$ cat config.mk
export PLATFORM = sky130hd
export DESIGN_NAME = cpu_core
export DESIGN_NICKNAME = d
export VERILOG_FILES = /design/src/hdl/cpu_pkg.sv /design/src/hdl/id_ex_if.sv /design/src/hdl/fetch_unit.sv /design/src/hdl/decode_unit.sv /design/src/hdl/register_file.sv /design/src/hdl/execute_unit.sv /design/src/hdl/hazard_ctrl.sv /design/src/hdl/cpu_core.sv
export SDC_FILE = /design/constraint.sdc
export NUM_CORES = 1
export LEC_CHECK = 0
export BUFFER_PORTS_ARGS = -buffer_cell sky130_fd_sc_hd__buf_2
export CORE_MARGIN = 4
export CORE_UTILIZATION = 56
export DETAILED_ROUTE_END_ITERATION = 12
export GPL_ROUTABILITY_DRIVEN = 0
export PLACE_DENSITY = 0.84
export RECOVER_POWER = 100
export SETUP_SLACK_MARGIN = 0.4
export SKIP_CTS_REPAIR_TIMING = 1
export SYNTH_ARGS = -nofsm -noshare
export SYNTH_HDL_FRONTEND = slang
export SYNTH_SLANG_ARGS = --single-unit
$ cat constraint.sdc
create_clock -name clk_i -period 11 [get_ports clk_i]
set_input_delay 1.1 -clock clk_i [delete_from_list [all_inputs] [get_ports clk_i]]
set_output_delay 1.1 -clock clk_i [all_outputs]
set_load 0.005 [all_outputs]
$ cat src/hdl/cpu_pkg.sv
package cpu_pkg;

  ////////////////////////////////////////////////////////////////////////////
  // basic widths
  ////////////////////////////////////////////////////////////////////////////
  typedef logic [15:0] word_t;     // data and pc
  typedef logic [15:0] instr_t;
  typedef logic [3:0]  reg_addr_t;
  typedef logic [15:0] imm_t;      // extended imm8 or branch offset

  // opcode field, bits 15..12 of the instruction
  typedef enum logic [3:0] {
    OP_NOP  = 4'd0,
    OP_ADD  = 4'd1,
    OP_SUB  = 4'd2,
    OP_AND  = 4'd3,
    OP_OR   = 4'd4,
    OP_XOR  = 4'd5,
    OP_MOVI = 4'd6,
    OP_ADDI = 4'd7,
    OP_B    = 4'd8
  } opcode_e;

  // operand source in execute
  typedef enum logic {
    FWD_REG = 1'b0,  // value read in decode
    FWD_WB  = 1'b1   // value in the write-back register
  } fwd_sel_e;

  localparam word_t RESET_PC = 16'h0000;
  localparam int    NUM_REGS = 16;

endpackage

$ cat src/hdl/id_ex_if.sv
`timescale 1ns/1ns

interface id_ex_if;
  logic               valid;
  cpu_pkg::opcode_e   op;
  cpu_pkg::reg_addr_t rd;
  cpu_pkg::reg_addr_t rn;      // first source, rd for addi
  cpu_pkg::reg_addr_t rm;
  logic               use_rn;
  logic               use_rm;
  cpu_pkg::word_t     rn_data;
  cpu_pkg::word_t     rm_data;
  cpu_pkg::imm_t      imm;
  cpu_pkg::word_t     pc;
  logic               writes_rd;
  logic               is_branch;

  modport producer (output valid, op, rd, rn, rm, use_rn, use_rm, rn_data, rm_data,
                    imm, pc, writes_rd, is_branch);
  modport consumer (input valid, op, rd, rn_data, rm_data, imm, pc, writes_rd);
  modport monitor  (input valid, rn, rm, use_rn, use_rm, is_branch);
endinterface

$ cat src/hdl/fetch_unit.sv
`timescale 1ns/1ns

module fetch_unit (
  input  logic            clk_i,
  input  logic            reset_2_r,
  input  cpu_pkg::instr_t instr_i,
  input  logic            flush_i,
  input  cpu_pkg::word_t  branch_target_i,
  output cpu_pkg::word_t  pc_o,
  output cpu_pkg::instr_t fetch_instr_o,
  output cpu_pkg::word_t  fetch_pc_o,
  output logic            fetch_valid_o
);

  cpu_pkg::word_t pc_q;

  assign pc_o = pc_q;  // instruction memory answers in the same cycle

  // program counter, redirect wins over the increment
  always_ff @(posedge clk_i or posedge reset_2_r) begin
    if (reset_2_r) begin
      pc_q          <= cpu_pkg::RESET_PC;
      fetch_valid_o <= 1'b0;
    end else if (flush_i) begin
      pc_q          <= branch_target_i;
      fetch_valid_o <= 1'b0;  // drop the word fetched under the branch
    end else begin
      pc_q          <= pc_q + 16'd1;
      fetch_valid_o <= 1'b1;
    end
  end

  // fetch register payload
  always_ff @(posedge clk_i) begin
    fetch_instr_o <= instr_i;
    fetch_pc_o    <= pc_q;
  end

endmodule

$ cat src/hdl/decode_unit.sv
`timescale 1ns/1ns

module decode_unit (
  input  logic               clk_i,
  input  logic               reset_2_r,
  input  cpu_pkg::instr_t    fetch_instr_i,
  input  cpu_pkg::word_t     fetch_pc_i,
  input  logic               fetch_valid_i,
  input  logic               flush_i,
  output cpu_pkg::reg_addr_t rd_addr_a_o,
  output cpu_pkg::reg_addr_t rd_addr_b_o,
  input  cpu_pkg::word_t     rd_data_a_i,
  input  cpu_pkg::word_t     rd_data_b_i,
  id_ex_if.producer          id_ex
);

  cpu_pkg::opcode_e   raw_op;
  cpu_pkg::opcode_e   dec_op;
  cpu_pkg::reg_addr_t f_rd;
  cpu_pkg::reg_addr_t f_rn;
  cpu_pkg::reg_addr_t f_rm;
  cpu_pkg::imm_t      dec_imm;
  logic               dec_use_rn;
  logic               dec_use_rm;
  logic               dec_writes_rd;
  logic               dec_is_branch;

  ////////////////////////////////////////////////////////////////////////////
  // field split and opcode decode
  ////////////////////////////////////////////////////////////////////////////
  assign raw_op = cpu_pkg::opcode_e'(fetch_instr_i[15:12]);
  assign f_rd   = fetch_instr_i[11:8];
  assign f_rn   = fetch_instr_i[7:4];
  assign f_rm   = fetch_instr_i[3:0];

  // addi accumulates into rd, so rd goes out on port a
  assign rd_addr_a_o = (raw_op == cpu_pkg::OP_ADDI) ? f_rd : f_rn;
  assign rd_addr_b_o = f_rm;

  always_comb begin
    dec_op        = cpu_pkg::OP_NOP;
    dec_use_rn    = 1'b0;
    dec_use_rm    = 1'b0;
    dec_writes_rd = 1'b0;
    dec_is_branch = 1'b0;
    dec_imm       = {8'h00, fetch_instr_i[7:0]};  // zero-extended imm8
    case (raw_op)
      cpu_pkg::OP_ADD, cpu_pkg::OP_SUB, cpu_pkg::OP_AND,
      cpu_pkg::OP_OR, cpu_pkg::OP_XOR: begin
        dec_op        = raw_op;
        dec_use_rn    = 1'b1;
        dec_use_rm    = 1'b1;
        dec_writes_rd = 1'b1;
      end
      cpu_pkg::OP_MOVI: begin
        dec_op        = raw_op;
        dec_writes_rd = 1'b1;
      end
      cpu_pkg::OP_ADDI: begin
        dec_op        = raw_op;
        dec_use_rn    = 1'b1;
        dec_writes_rd = 1'b1;
      end
      cpu_pkg::OP_B: begin
        dec_op        = raw_op;
        dec_is_branch = 1'b1;
        dec_imm       = {{4{fetch_instr_i[11]}}, fetch_instr_i[11:0]};
      end
      default: ;  // nop and unused opcodes
    endcase
  end

  ////////////////////////////////////////////////////////////////////////////
  // decode to execute register
  ////////////////////////////////////////////////////////////////////////////
  always_ff @(posedge clk_i or posedge reset_2_r) begin
    if (reset_2_r) begin
      id_ex.valid     <= 1'b0;
      id_ex.writes_rd <= 1'b0;
      id_ex.is_branch <= 1'b0;
    end else if (flush_i) begin  // bubble behind a taken branch
      id_ex.valid     <= 1'b0;
      id_ex.writes_rd <= 1'b0;
      id_ex.is_branch <= 1'b0;
    end else begin
      id_ex.valid     <= fetch_valid_i;
      id_ex.writes_rd <= fetch_valid_i & dec_writes_rd;
      id_ex.is_branch <= fetch_valid_i & dec_is_branch;
    end
  end

  always_ff @(posedge clk_i) begin
    id_ex.op      <= dec_op;
    id_ex.rd      <= f_rd;
    id_ex.rn      <= rd_addr_a_o;
    id_ex.rm      <= rd_addr_b_o;
    id_ex.use_rn  <= dec_use_rn;
    id_ex.use_rm  <= dec_use_rm;
    id_ex.rn_data <= rd_data_a_i;
    id_ex.rm_data <= rd_data_b_i;
    id_ex.imm     <= dec_imm;
    id_ex.pc      <= fetch_pc_i;
  end

endmodule

$ cat src/hdl/register_file.sv
`timescale 1ns/1ns

module register_file #(
  parameter int NUM_REGS = cpu_pkg::NUM_REGS
) (
  input  logic               clk_i,
  input  logic               reset_2_r,
  input  cpu_pkg::reg_addr_t rd_addr_a_i,
  input  cpu_pkg::reg_addr_t rd_addr_b_i,
  input  logic               wr_en_i,
  input  cpu_pkg::reg_addr_t wr_addr_i,
  input  cpu_pkg::word_t     wr_data_i,
  output cpu_pkg::word_t     rd_data_a_o,
  output cpu_pkg::word_t     rd_data_b_o
);

  cpu_pkg::word_t regs_q [NUM_REGS];

  always_ff @(posedge clk_i or posedge reset_2_r) begin
    if (reset_2_r) begin
      for (int i = 0; i < NUM_REGS; i++) begin
        regs_q[i] <= '0;
      end
    end else if (wr_en_i) begin
      regs_q[wr_addr_i] <= wr_data_i;
    end
  end

  // write-through, a same-cycle write is seen by the reader
  assign rd_data_a_o = (wr_en_i && wr_addr_i == rd_addr_a_i) ? wr_data_i
                                                              : regs_q[rd_addr_a_i];
  assign rd_data_b_o = (wr_en_i && wr_addr_i == rd_addr_b_i) ? wr_data_i
                                                              : regs_q[rd_addr_b_i];

endmodule

$ cat src/hdl/execute_unit.sv
`timescale 1ns/1ns

module execute_unit (
  input  logic               clk_i,
  input  logic               reset_2_r,
  input  cpu_pkg::fwd_sel_e  fwd_rn_sel_i,
  input  cpu_pkg::fwd_sel_e  fwd_rm_sel_i,
  id_ex_if.consumer          id_ex,
  output cpu_pkg::word_t     branch_target_o,
  output logic               wb_valid_o,
  output cpu_pkg::reg_addr_t wb_rd_o,
  output cpu_pkg::word_t     wb_data_o
);

  cpu_pkg::word_t op_a;
  cpu_pkg::word_t op_b;
  cpu_pkg::word_t alu_result;

  ////////////////////////////////////////////////////////////////////////////
  // operand forwarding
  ////////////////////////////////////////////////////////////////////////////
  assign op_a = (fwd_rn_sel_i == cpu_pkg::FWD_WB) ? wb_data_o : id_ex.rn_data;
  assign op_b = (fwd_rm_sel_i == cpu_pkg::FWD_WB) ? wb_data_o : id_ex.rm_data;

  ////////////////////////////////////////////////////////////////////////////
  // alu
  ////////////////////////////////////////////////////////////////////////////
  always_comb begin
    case (id_ex.op)
      cpu_pkg::OP_ADD:  alu_result = op_a + op_b;
      cpu_pkg::OP_SUB:  alu_result = op_a - op_b;
      cpu_pkg::OP_AND:  alu_result = op_a & op_b;
      cpu_pkg::OP_OR:   alu_result = op_a | op_b;
      cpu_pkg::OP_XOR:  alu_result = op_a ^ op_b;
      cpu_pkg::OP_MOVI: alu_result = id_ex.imm;
      cpu_pkg::OP_ADDI: alu_result = op_a + id_ex.imm;  // op_a holds rd here
      default:          alu_result = '0;
    endcase
  end

  // pc relative, imm already sign-extended in decode
  assign branch_target_o = id_ex.pc + id_ex.imm;

  // write-back register
  always_ff @(posedge clk_i or posedge reset_2_r) begin
    if (reset_2_r) begin
      wb_valid_o <= 1'b0;
    end else begin
      wb_valid_o <= id_ex.valid & id_ex.writes_rd;
    end
  end

  always_ff @(posedge clk_i) begin
    wb_rd_o   <= id_ex.rd;
    wb_data_o <= alu_result;
  end

endmodule

$ cat src/hdl/hazard_ctrl.sv
`timescale 1ns/1ns

module hazard_ctrl (
  id_ex_if.monitor           id_ex,
  input  logic               wb_valid_i,
  input  cpu_pkg::reg_addr_t wb_rd_i,
  output logic               flush_o,
  output cpu_pkg::fwd_sel_e  fwd_rn_sel_o,
  output cpu_pkg::fwd_sel_e  fwd_rm_sel_o
);

  logic rn_hit;
  logic rm_hit;

  // older result still in write-back, not yet visible in the operand latched
  assign rn_hit = wb_valid_i && id_ex.use_rn && (wb_rd_i == id_ex.rn);
  assign rm_hit = wb_valid_i && id_ex.use_rm && (wb_rd_i == id_ex.rm);

  assign fwd_rn_sel_o = rn_hit ? cpu_pkg::FWD_WB : cpu_pkg::FWD_REG;
  assign fwd_rm_sel_o = rm_hit ? cpu_pkg::FWD_WB : cpu_pkg::FWD_REG;

  // branch resolves in execute, kills fetch and decode
  assign flush_o = id_ex.valid & id_ex.is_branch;

endmodule

$ cat src/hdl/cpu_core.sv
`timescale 1ns/1ns

module cpu_core #(
  parameter int NUM_REGS = cpu_pkg::NUM_REGS
) (
  input  logic               clk_i,
  input  logic               reset_2_r,
  input  cpu_pkg::instr_t    instr_i,
  output cpu_pkg::word_t     pc_o,
  output logic               wb_valid_o,
  output cpu_pkg::reg_addr_t wb_rd_o,
  output cpu_pkg::word_t     wb_data_o
);

  cpu_pkg::instr_t    fetch_instr;
  cpu_pkg::word_t     fetch_pc;
  logic               fetch_valid;
  logic               wb_valid;
  cpu_pkg::reg_addr_t wb_rd;
  cpu_pkg::word_t     wb_data;
  logic               flush;
  cpu_pkg::fwd_sel_e  fwd_rn_sel;
  cpu_pkg::fwd_sel_e  fwd_rm_sel;
  cpu_pkg::word_t     branch_target;
  cpu_pkg::reg_addr_t rd_addr_a;
  cpu_pkg::reg_addr_t rd_addr_b;
  cpu_pkg::word_t     rd_data_a;
  cpu_pkg::word_t     rd_data_b;

  id_ex_if id_ex ();

  fetch_unit fetch_unit_i (
    .clk_i           (clk_i),
    .reset_2_r       (reset_2_r),
    .instr_i         (instr_i),
    .flush_i         (flush),
    .branch_target_i (branch_target),
    .pc_o            (pc_o),
    .fetch_instr_o   (fetch_instr),
    .fetch_pc_o      (fetch_pc),
    .fetch_valid_o   (fetch_valid)
  );

  decode_unit decode_unit_i (
    .clk_i         (clk_i),
    .reset_2_r     (reset_2_r),
    .fetch_instr_i (fetch_instr),
    .fetch_pc_i    (fetch_pc),
    .fetch_valid_i (fetch_valid),
    .flush_i       (flush),
    .rd_addr_a_o   (rd_addr_a),
    .rd_addr_b_o   (rd_addr_b),
    .rd_data_a_i   (rd_data_a),
    .rd_data_b_i   (rd_data_b),
    .id_ex         (id_ex.producer)
  );

  register_file #(
    .NUM_REGS (NUM_REGS)
  ) register_file_i (
    .clk_i       (clk_i),
    .reset_2_r   (reset_2_r),
    .rd_addr_a_i (rd_addr_a),
    .rd_addr_b_i (rd_addr_b),
    .wr_en_i     (wb_valid),
    .wr_addr_i   (wb_rd),
    .wr_data_i   (wb_data),
    .rd_data_a_o (rd_data_a),
    .rd_data_b_o (rd_data_b)
  );

  execute_unit execute_unit_i (
    .clk_i           (clk_i),
    .reset_2_r       (reset_2_r),
    .fwd_rn_sel_i    (fwd_rn_sel),
    .fwd_rm_sel_i    (fwd_rm_sel),
    .id_ex           (id_ex.consumer),
    .branch_target_o (branch_target),
    .wb_valid_o      (wb_valid),
    .wb_rd_o         (wb_rd),
    .wb_data_o       (wb_data)
  );

  hazard_ctrl hazard_ctrl_i (
    .id_ex        (id_ex.monitor),
    .wb_valid_i   (wb_valid),
    .wb_rd_i      (wb_rd),
    .flush_o      (flush),
    .fwd_rn_sel_o (fwd_rn_sel),
    .fwd_rm_sel_o (fwd_rm_sel)
  );

  // retire port
  assign wb_valid_o = wb_valid;
  assign wb_rd_o    = wb_rd;
  assign wb_data_o  = wb_data;

endmodule

# Word-level counts from Yosys, hierarchy flattened
# Index checks and enable logic that the tools add are counted.
classes:
  n_bitwise: 10
  mux: 26
  order_cmp: 4
  eq_ne: 19
  reduce_logical: 11
  n_addsub: 5
op_table:
  columns: ["cell", "n"]
  rows:
  - ["$bwmux 256", 1]
  - ["$mux 16", 10]
  - ["$bmux 16 s4", 2]
  - ["$pmux 16 s7", 1]
  - ["$demux 16 s4", 1]
  - ["$add 16x16->16", 3]
  - ["$eq 4x3->1 const B", 8]
  - ["$add 16x1->16 const B", 1]
  - ["$and 16x16->16", 1]
  - ["$eq 4x2->1 const B", 4]
  - ["$eq 4x4->1", 4]
  - ["$or 16x16->16", 1]
  - ["$sub 16x16->16", 1]
  - ["$xor 16x16->16", 1]
  - ["$ge 5x5->1 const B", 3]
  - ["$not 4->5", 3]
  - ["$mux 1", 10]
  - ["$eq 4x1->1 const B", 2]
  - ["$reduce_or 8->1", 1]
  - ["$logic_and 1x1->1", 7]
  - ["$reduce_or 7->1", 1]
  - ["$reduce_or 6->1", 1]
  - ["$lt 5x1->1 const B", 1]
  - ["$reduce_or 5->1", 1]
  - ["3 further kinds", 6]
totals:
  reg_bits: 407
  out_inout_bits: 37
  in_bits: 18
  wordCells: 112

# Depth between registers and ports, before layout
logic_depth:
  ltp_word: 7
  depth_mapped: 20
  ltp_nobuf: 18

# By module
# A second synthesis with hierarchy kept.
hier_totals:
  cells_unflattened: 1595
  area_unflattened_um2: 21351.7
by_module_without_submodules:
  columns: ["module", "n_inst", "cells_each", "area_per_inst_um2"]
  rows:
  - ["register_file", 1, 887, 14203.6]
  - ["execute_unit", 1, 454, 3656.0]
  - ["decode_unit", 1, 111, 1834.3]
  - ["fetch_unit", 1, 128, 1546.5]
  - ["hazard_ctrl", 1, 15, 111.4]

# Worst setup path before layout
# OpenSTA, ideal clock, no wires.
synth_path:
  path_kind: "register to register"
  startpoint: "register execute_unit_i.wb_rd_o[0]"
  endpoint: "register execute_unit_i.wb_data_o[12]"
  n_path_buf: 2
  arrival_ns: 4.291
  path_stages_with_launch: 20
  synth_period_minus_slack_ns: 4.424
  setup_slack_ns: 6.576
  path_cell_list: "dfxtp_1 > buf_2 > xnor2_2 > and3_1 > nand2_2 > buf_1 > mux2i_1 > ha_1 > a22oi_1 > o21ai_0 > fa_1 > a21o_1 > a21oi_1 > o21bai_1 > a211oi_1 > o31ai_1 > or4_1 > o311ai_1 > xor2_1 > o2111ai_1"
synth_via:
  elab_chain_len: 6
  elab_cells_between_ends: 15
  classes_between: "add/sub (3); eq/ne (2); mux (5); bitwise (3); reduce/logical (2)"
synth_lines:
  columns: ["element", "line_no", "rtl"]
  rows:
  - ["start: declaration", "execute_unit.sv:11", "output cpu_pkg::reg_addr_t wb_rd_o,"]
  - ["start signal: assignment", "execute_unit.sv:54", "wb_rd_o <= id_ex.rd;"]
  - ["$eq 4x4->1 (on tied branches)", "hazard_ctrl.sv:16, hazard_ctrl.sv:17", null]
  - ["$logic_and 1x1->1 (on tied branches)", "hazard_ctrl.sv:16, hazard_ctrl.sv:17", null]
  - ["$mux 1 (on tied branches)", "hazard_ctrl.sv:19, hazard_ctrl.sv:20", null]
  - ["$mux 16 (on tied branches)", "execute_unit.sv:22, execute_unit.sv:23", null]
  - ["$add 16x16->16, or another cell as far along", "execute_unit.sv:36", "cpu_pkg::OP_ADDI: alu_result = op_a + id_ex.imm;"]
  - ["$pmux 16 s7 *", "execute_unit.sv:29", "case (id_ex.op)"]
  - ["end signal: assignment", "execute_unit.sv:55", "wb_data_o <= alu_result;"]
  - ["end: declaration", "execute_unit.sv:12", "output cpu_pkg::word_t wb_data_o"]
# Mark *: on every way between the ends. The rest lies on a longest branch, timed or not.
# A chain may end at the register's enable or synchronous reset.

# Worst setup path in the final report
layout_path:
  startpoint: "register fetch_unit_i.fetch_instr_o[15]"
  endpoint: "register decode_unit_i.id_ex.rn_data[8]"
layout_via:
  elab_chain_len: 7
  elab_cells_between_ends: 9
  classes_between: "eq/ne (2); mux (5); bitwise (1); reduce/logical (1)"
layout_lines:
  columns: ["element", "line_no", "rtl"]
  rows:
  - ["start: declaration", "fetch_unit.sv:10", "output cpu_pkg::instr_t fetch_instr_o,"]
  - ["start signal: assignment", "fetch_unit.sv:35", "fetch_instr_o <= instr_i;"]
  - ["$eq 4x3->1 *", "decode_unit.sv:37", "assign rd_addr_a_o = (raw_op == cpu_pkg::OP_ADDI) ? f_rd : f_rn;"]
  - ["$mux 4 *", "decode_unit.sv:37", null]
  - ["$not 4->5 (implied by the code)", "register_file.sv:31", ": regs_q[rd_addr_a_i];"]
  - ["$bmux 16 s4", "register_file.sv:31", null]
  - ["$mux 16 (implied by the code) (2 in series)", "register_file.sv:31", null]
  - ["$mux 16 *", "register_file.sv:30", "assign rd_data_a_o = (wr_en_i && wr_addr_i == rd_addr_a_i) ? wr_data_i"]
  - ["named net decode_unit_i.rd_data_a_i[8]", "decode_unit.sv:12", "input cpu_pkg::word_t rd_data_a_i,"]
  - ["end signal: assignment", "decode_unit.sv:99", "id_ex.rn_data <= rd_data_a_i;"]
  - ["end: declaration", "id_ex_if.sv:18", "modport producer (output valid, op, rd, rn, rm, use_rn, use_rm, rn_data, rm_data,"]
# The timed path passes the listed nets; every way through them passes the cells marked *. The select of a mux whose other input is x is not followed.

==> out/results.txt <==
Sorting the synthesized cells by area gives the leading types as dfrtp_1 33%, mux2_2 15%, dfxtp_1 12%, mux4_2 8.5%, nand2_1 5.7%. Counting distinct cell types in the post-synthesis netlist gives 69. The minimum period implied by the final worst setup slack is 7200 ps, and the cell row count is 71.

The first TritonRoute pass finished after 7 iterations. The final worst setup slack came out at 3800 ps. The total of max-cap violations was 24. The die covers 41,100 µm². For the worst-skew pair, the clock arrives at the later sink with an insertion delay of 550 ps. The finished layout holds 2,472 standard cells, fillers aside. For this design the static power due to leakage is 10.5 nW.

Before CTS, the worst setup slack after placement is 6080 ps. The synthesized design contains 0 enable-type register cells. For the number of global-route vias before repair, the log shows 16,352.

The H-tree was split into 2 levels. The total power density per cell area is 224 nW/µm². Share of flip-flops with an asynchronous set or reset: 68.7%. Synthesized net count: 2,032. The logs give 28.2% for the total routing usage reported by global routing and 37,500 µm² for the area of the core. The critical path is of the flip-flop to flip-flop type.

The tree is rooted in a clkbuf_16. TritonCTS built the clock tree. The cell count after synthesis came out at 1,948. The synthesized design spends more area on one cell type than any other, namely dfrtp_1.

Setup repair after global routing left no endpoint under its margin. The initial utilization of the core area, before any placement, comes to 56.6%. The tools report the endpoint type of the worst setup path as a flip-flop. For this run, design rule violations remaining after detail routing come to 0.

The first global-routing pass estimated 92.4 mm of wire. The checks that failed: max-capacitance violations, max-slew violations. Power comes to 0.00519 W. In the routed layout, each cell is associated on average with a via count of 6.57. The transition time of the tightest slew-check pin was 4640 ps; the proportion of netlist area held by the largest area contributor was 32.7%. Once detail routing completed, the nets flagged for antenna violations numbered 0.

For this run the aggregate overflow at the end of global routing stands at 0. Most frequently used flop master after synthesis: dfrtp_1. For the final database, setup skew stands at 12.0 ps. In this run the tightest slew margin relative to its limit is -209%. The portion of the clock cycle consumed by the worst path in the final layout was 65.5%. The tools report the sum of net half-perimeters after detailed placement as 35.6 mm. The number of buffers added on ports is 54.

In this run the horizontal extent of the chip is 203 µm. The synthesized design contains 403 register bits. For this design, the sink count on the clock tree is 403. The count of final max-slew check failures is 737. For this block, the initial DRC count from the detailed router was 2,238. The tools report the number of antenna violations at the first check in global routing as 0. The final route contains 16,247 vias. The area added between synthesis and finish was 9.01%. The die is 203 µm tall. For the worst endpoint required time, the log shows 11,430 ps. The clock passes through at most 3 buffers. The final core utilization was 61.7%; the final net count was 2,016.

The routed length per placed instance came out at 23.8 µm. Sequential elements use 44.5% of the synthesized area. Pin placement for this block handled 55 I/O pins. At the worst endpoint, the arrival time is 7630 ps.

Once placement completed, the tool counted placed cells totaling 2,400. The fraction of layout cells with a size suffix above 1 is 25.3%. 0 antenna diodes ended up in the layout. The number of buffers created by CTS is 41, and the Yosys warning count is 0. STA classifies the critical path startpoint as a flip-flop. The average instance in the mapped netlist occupies 10.9 µm². The area of the mapped netlist is 21,200 µm². Entering global routing, the biggest net connects 197 pins. The final number of hold-violating endpoints was 0; the highest fanout seen on the critical path was 72. Clock-pin slew was measured on the worst setup and hold paths at 70 ps. The total negative setup slack was 0 ps; the total routed wirelength was 58.8 mm.

The flow ran to the end, but the final reports show violations. Type of the most critical hold path: flip-flop to flip-flop. Setup violations remaining at the end of the flow were counted as 0.

The maximum vdd drop came out at 0.105 mV. Derived from the worst setup path, the maximum achievable clock frequency is 139 MHz.
worst paths after layout:
kind                                                              from                                      end  slack [ps]  depth (start not counted)
max in group asynchronous                                    reset_2_r  register_file_i.regs_q[216]$_DFFE_PP0P_        7200                          3
worst max-delay path            fetch_unit_i.fetch_instr_o[15]$_DFF_P_   decode_unit_i.id_ex.rn_data[8]$_DFF_P_        3800                         11
min in group asynchronous                                    reset_2_r  register_file_i.regs_q[170]$_DFFE_PP0P_        1710                          2
worst min register to register       decode_unit_i.id_ex.rd[0]$_DFF_P_        execute_unit_i.wb_rd_o[0]$_DFF_P_         330                          0
worst min-delay path                 decode_unit_i.id_ex.rd[0]$_DFF_P_        execute_unit_i.wb_rd_o[0]$_DFF_P_         330                          0
worst max register to register  fetch_unit_i.fetch_instr_o[15]$_DFF_P_   decode_unit_i.id_ex.rn_data[8]$_DFF_P_        3800                         11
power breakdown:
group	switching (W)	internal, W
sequential	0.000425	0.00186
combinational	0.000704	0.000733
clock	0.000595	0.000864
total	0.00172	0.00346
flip-flops by register name, indices dropped and copies added (netlist names):
name	count
fetch_unit_i.pc_o	16
register_file_i.regs_q	256
decode_unit_i.id_ex.writes_rd	1
decode_unit_i.id_ex.op	4
execute_unit_i.wb_data_o	16
decode_unit_i.id_ex.rn	4
decode_unit_i.id_ex.is_branch	1
decode_unit_i.id_ex.rm	3
execute_unit_i.wb_rd_o	4
fetch_unit_i.fetch_valid_o	1
decode_unit_i.id_ex.valid	1
decode_unit_i.id_ex.use_rm	1
decode_unit_i.id_ex.imm	9
decode_unit_i.id_ex.pc	16
execute_unit_i.wb_valid_o	1
decode_unit_i.id_ex.use_rn	1
decode_unit_i.id_ex.rm_data	16
fetch_unit_i.fetch_pc_o	16
decode_unit_i.id_ex.rd	4
fetch_unit_i.fetch_instr_o	16
decode_unit_i.id_ex.rn_data	16
kinds of logic after synthesis:
group                    after synthesis  synth area share (%)
AND/OR/NAND/NOR                      616                  13.0
multiplexers                         407                  25.7
flip-flops                           403                  44.5
AO/OA/AOI/OAI                        200                  6.59
buffers and inverters                196                  3.63
adder cells (fa/ha/maj)               66                  3.96
XOR/XNOR                              60                  2.62
per-stage QoR:
stage	cell area (µm²)	hold WS [ps]
CTS	23300	327
detailed placement	21900	313
finish	23100	325
global route	23100	337
floorplan	21200	310
global placement	21900	312
final cells by class:
class,count,area (µm²)
multi-input combinational,1349,11000
sequential,403,9460
fill,2821,14400
tap,511,639
clock inverter,21,246
inverter,52,198
timing repair buffer,85,404
clock buffer,51,1160
worst max-delay path: stages (launching register included):
cell and delay (ps):
dfxtp_1 390, nor2b_1 250, nand3_1 380, mux2i_1 560, clkinvlp_2 2240, clkbuf_1 1580, nand2_1 330, and3_1 220
a311oi_1 70, a311oi_1 500, a31oi_1 80, mux2_1 410
cell usage after synthesis, types with 11 or more instances:
| cell | n |
|---|---|
| mux4_2 | 80 |
| xnor2_1 | 36 |
| nand2_1 | 322 |
| nor2_1 | 44 |
| mux2i_1 | 36 |
| xor2_1 | 20 |
| dfxtp_1 | 126 |
| buf_2 | 15 |
| a21oi_1 | 24 |
| mux2_1 | 11 |
| inv_1 | 46 |
| a311oi_1 | 32 |
| nand3_1 | 150 |
| o21ai_0 | 36 |
| mux2_2 | 278 |
| dfrtp_1 | 277 |
| ha_1 | 64 |
| clkbuf_1 | 112 |
| a31oi_1 | 19 |
| nor3_1 | 17 |
| buf_1 | 14 |
| o221ai_1 | 11 |
| and3_1 | 32 |
per-layer routing:
layer | wire length [µm] | up-vias | track usage, %
li1 | - | 6968 | -
met1 | 21800 | 8019 | 36.6
met2 | 27600 | 1017 | 45.3
met3 | 6200 | 243 | 6.23
met4 | 3100 | 0 | 14.0
met5 | 0 | - | 0
placed cells by master (no fill, tap or decap), drive strengths merged, types with 5 or more instances in the layout:
cell and count:
nand2 323, mux2 289, dfrtp 277, nand3 153, dfxtp 126, clkbuf 92
mux4 80, ha 64, inv 52, o21ai 44, nor2 44, buf 44
xnor2 40, mux2i 38, and3 32, a311oi 32, a21oi 24, xor2 20
a31oi 19, nor3 17, clkinv 12, o221ai 11, a22oi 8, a21o 8
nand2b 7, nor2b 7, a211oi 7, or3 6, and2 6, o211ai 5
nor4 5, or4 5, a221oi 5, o2111ai 5, bufinv 5
Note: power is estimated with default switching activity, not from simulation.
